### config.mk
export PLATFORM = sky130hd
export DESIGN_NAME = rob_alloc
export DESIGN_NICKNAME = d
export VERILOG_FILES = /design/src/design/rob_alloc.sv
export VERILOG_INCLUDE_DIRS = /design/src /design/src/design
export SDC_FILE = /design/constraint.sdc
export NUM_CORES = 1
export LEC_CHECK = 0
export BUFFER_PORTS_ARGS = -buffer_cell sky130_fd_sc_hd__clkbuf_2
export CAP_MARGIN = 20
export CORE_ASPECT_RATIO = 1.5
export CORE_UTILIZATION = 59
export DETAILED_ROUTE_END_ITERATION = 10
export PLACE_DENSITY = 0.91
export SLEW_MARGIN = 5
export SYNTH_ARGS = -nofsm -noshare
export SYNTH_HDL_FRONTEND = slang
export SYNTH_SLANG_ARGS = --single-unit
### constraint.sdc
create_clock -name clk -period 7.3 [get_ports clk]
set_input_delay 1.095 -clock clk [delete_from_list [all_inputs] [get_ports clk]]
set_output_delay 1.095 -clock clk [all_outputs]
set_load 0.02 [all_outputs]
### src/design/rename_config.svh
`ifndef RENAME_CONFIG_SVH
`define RENAME_CONFIG_SVH

// architectural register file
`define NUM_AREGS 32
`define AREG_W 5

// reorder buffer
`define ROB_DEPTH 64
`define ROB_W 6

// entries kept free so a full pair always fits
`define ROB_HEADROOM 4

`endif

### src/design/rob_alloc.sv
`timescale 1ns/10ps
`default_nettype none

`include "rename_config.svh"

module rob_alloc (
    input  logic              clk,
    input  logic              reset_i,
    input  logic              flush_i,
    input  logic [1:0]        issue_i,
    input  logic [1:0]        retire_i,
    output logic [`ROB_W-1:0] ptr0_o,
    output logic [`ROB_W-1:0] ptr1_o,
    output logic              space_o
);

    // highest count that still admits a new pair
    localparam logic [`ROB_W:0] SPACE_LIMIT = (`ROB_W+1)'(`ROB_DEPTH - `ROB_HEADROOM);

    // one extra bit so a full buffer is representable
    logic [`ROB_W:0]   count_q;
    logic [`ROB_W:0]   count_d;
    logic [1:0]        n_issue;
    logic [1:0]        n_retire;
    logic [`ROB_W-1:0] ptr0_d;
    logic [`ROB_W-1:0] ptr1_d;

    assign n_issue  = {1'b0, issue_i[0]} + {1'b0, issue_i[1]};
    assign n_retire = {1'b0, retire_i[0]} + {1'b0, retire_i[1]};

    assign count_d = count_q + {{(`ROB_W-1){1'b0}}, n_issue}
                             - {{(`ROB_W-1){1'b0}}, n_retire};

    // pointers wrap with the buffer depth
    assign ptr0_d = ptr0_o + {{(`ROB_W-2){1'b0}}, n_issue};
    assign ptr1_d = ptr1_o + {{(`ROB_W-2){1'b0}}, n_issue};

    always_ff @(posedge clk) begin
        if (reset_i || flush_i) begin
            count_q <= '0;
            ptr0_o  <= '0;
            ptr1_o  <= {{(`ROB_W-1){1'b0}}, 1'b1};
            space_o <= 1'b1;
        end else begin
            count_q <= count_d;
            ptr0_o  <= ptr0_d;
            ptr1_o  <= ptr1_d;
            // judged on the count before this cycle's changes
            space_o <= (count_q <= SPACE_LIMIT);
        end
    end

endmodule

`default_nettype wire

==> metrics <==
largest net degree at the start of global routing=20; Critical Path End Type=flip-flop; CP Max Fanout=3; sequential-to-total area share from yosys stat=0.325; GP Congestion=0.738; Setup Viol. Count Final=0; core box area=1900 um^2; Final Max Tran Viols=0; detailed placement HPWL=1870 um; H-tree depth=1; Synth-to-Final Area Change=10.4%; Final nets=179; min Tclk post-route=3.29 ns; Sw Ratio=0.370; worst vdd ir=0.133 mV; internal power=0.203 mW; clock share of power=0.156; die area=2280 um^2; post-synthesis cell area=1230 um^2; postcts setup bufs=0; Min-Delay Path Class=flip-flop to flip-flop; Syn. warnings=0; utilization after layout=0.714; Async SR Flop Fraction=0; Post-CTS Resized=0; top cells by area, synth=dfxtp_1 (33%), ha_1 (16%), fa_1 (8.1%); Post-Syn Area per Cell=9.54 um^2; synthesized flop and latch total=20; first-pass detailed-route iteration total=4; row count=19; Residual DRC=0; Worst-Skew Late Latency=0.29 ns; CTS Buf Count=3; fin crit share=0.451; Post-CTS Hold Buffers=0; first-pass GRT wire length=3950 um; Layout Skew=0.00250 ns; vias per cell=5.60; Fmax=0.304 GHz; final hold vios=0; Top FF cell, synth=dfxtp_1; combinational cell fraction of total power=0.431; Arrival @ worst endpoint=3.50 ns; Sequential Power Share=0.413; Worst Path Required=7.51 ns; # port buffers=19; Worst-Margin Slew=0.720 ns; Critical Path Start Type=input port; clk buf depth=2; global route overflow=0; outcome=completed; WL/cell=13.5 um; vias in the first global route=1013; CTS tree=built; layout cell share with drive strength beyond 1=0.168; vias post-DR=952; Cells after Synth=129; setup TNS=0 ns; Die Ht=57.9 um; CP Launch Point=retire_i[0]; GRT Util Overall=0.245; number of flops mapped to enable cells by yosys=0; boundary pin count=20; Die W=39.3 um; Synth cell types=32; DRT antenna net count=0; area leader, netlist=dfxtp_1; DR iter-0 viols=8; Worst Hold Launch=ptr1_o[4]$_SDFF_PP0_; Lkg Pwr=0.613 nW; antenna cells=0; RSZ-0062 raised after global routing=no; max cap viols=0; Mapped Nets=157; post-synth top area share=0.325; PD cells=237 nW/um^2; Psw=0.119 mW; Post-Route WL=2290 um; R2R Path Start=count_q[0]$_SDFF_PP0_; Power, Total=0.323 mW; Reg clk slew, reported paths=0.11 ns; initial core utilization=0.647; most frequent cells in the layout=inv_1 (21), dfxtp_1 (20), clkbuf_2 (19); Root Driver=clkbuf_4; Slew headroom=0.520; initial antenna violation count=0; Crit Path Class=input port to flip-flop; CTS sink count=20; commonest non-fill, non-tap cell in the layout=inv_1
-- power groups by stage --
stage | Sequential (mW) | Clock [mW] | Combinational [mW]
after floorplan | 0.136 | 0 | 0.106
after global placement | 0.135 | 0 | 0.127
after detailed placement | 0.135 | 0 | 0.137
after CTS | 0.133 | 0.0513 | 0.140
after global routing | 0.134 | 0.0560 | 0.160
final | 0.133 | 0.0504 | 0.139
-- synth_stat cells, drive strengths merged (3+ instances only) --
| master | n |
|---|---|
| a211oi | 3 |
| nor2 | 13 |
| nor3 | 4 |
| ha | 16 |
| xor2 | 5 |
| nor3b | 3 |
| nand2 | 3 |
| inv | 21 |
| nand3b | 3 |
| nor2b | 3 |
| fa | 5 |
| nand4b | 3 |
| dfxtp | 20 |
| o21ai | 4 |
| a21oi | 3 |
-- metrics by stage --
| step | instances | setup WS, ns | instance area, um^2 | hold WS [ns] |
|---|---|---|---|---|
| after detailed placement | 167 | 3.69 | 1340 | 0.496 |
| after global placement | 167 | 3.83 | 1340 | 0.486 |
| final | 170 | 4.01 | 1360 | 0.521 |
| after global routing | 170 | 3.85 | 1360 | 0.557 |
| after floorplan | 129 | 3.99 | 1230 | 0.475 |
| after CTS | 170 | 3.99 | 1360 | 0.523 |
-- final timing paths --
path	end	slack, ns	depth (start not counted)
setup / recovery	count_q[6]$_SDFF_PP0_	4.01	13
hold / removal	ptr1_o[4]$_SDFF_PP0_	0.52	2
setup reg to reg	count_q[6]$_SDFF_PP0_	4.63	11
hold reg to reg	ptr1_o[4]$_SDFF_PP0_	0.52	2
-- routing by layer --
| layer | share of wire | wire length [um] | vias up | global-route usage |
|---|---|---|---|---|
| met1 | 0.36 | 824 | 459 | 0.208 |
| met2 | 0.60 | 1390 | 18 | 0.512 |
| met4 | 0.013 | 30 | 0 | 0.0936 |
| met3 | 0.022 | 51 | 4 | 0.0230 |
| li1 | - | - | 471 | - |
| met5 | 0 | 0 | - | 0 |
-- registers in the layout (all words and copies together) (netlist names) --
name,flops
ptr0_o,6
space_o,1
count_q,7
ptr1_o,6
-- cell type report --
cell class / instances / area [um^2]
repair buffers: 19 / 95.1
multi-input cells: 86 / 736
clock buffers: 3 / 22.5
inverters: 21 / 78.8
fillers: 131 / 543
flip-flops and latches: 20 / 400
well taps: 21 / 26.3
-- worst max-delay path, cell delays in order --
cell and delay [ns]:
clkbuf_2 0.07, inv_1 0.04, fa_1 0.53, inv_1 0.05, fa_1 0.43, inv_1 0.08
ha_1 0.19, inv_1 0.07, fa_1 0.38, nor2b_1 0.22, o31a_1 0.21, nand2_1 0.07
o311ai_1 0.08
-- cells by family after synthesis --
family | count (synthesis) | share of synthesized area
and+or+nand+nor | 42 | 0.211
buffers and inverters | 23 | 0.0772
adders and majority gates | 21 | 0.244
DFF | 20 | 0.325
AOI/OAI and AO/OA | 16 | 0.0925
xor gates and xnor gates | 7 | 0.0498
(Power assumes the default switching activity.)
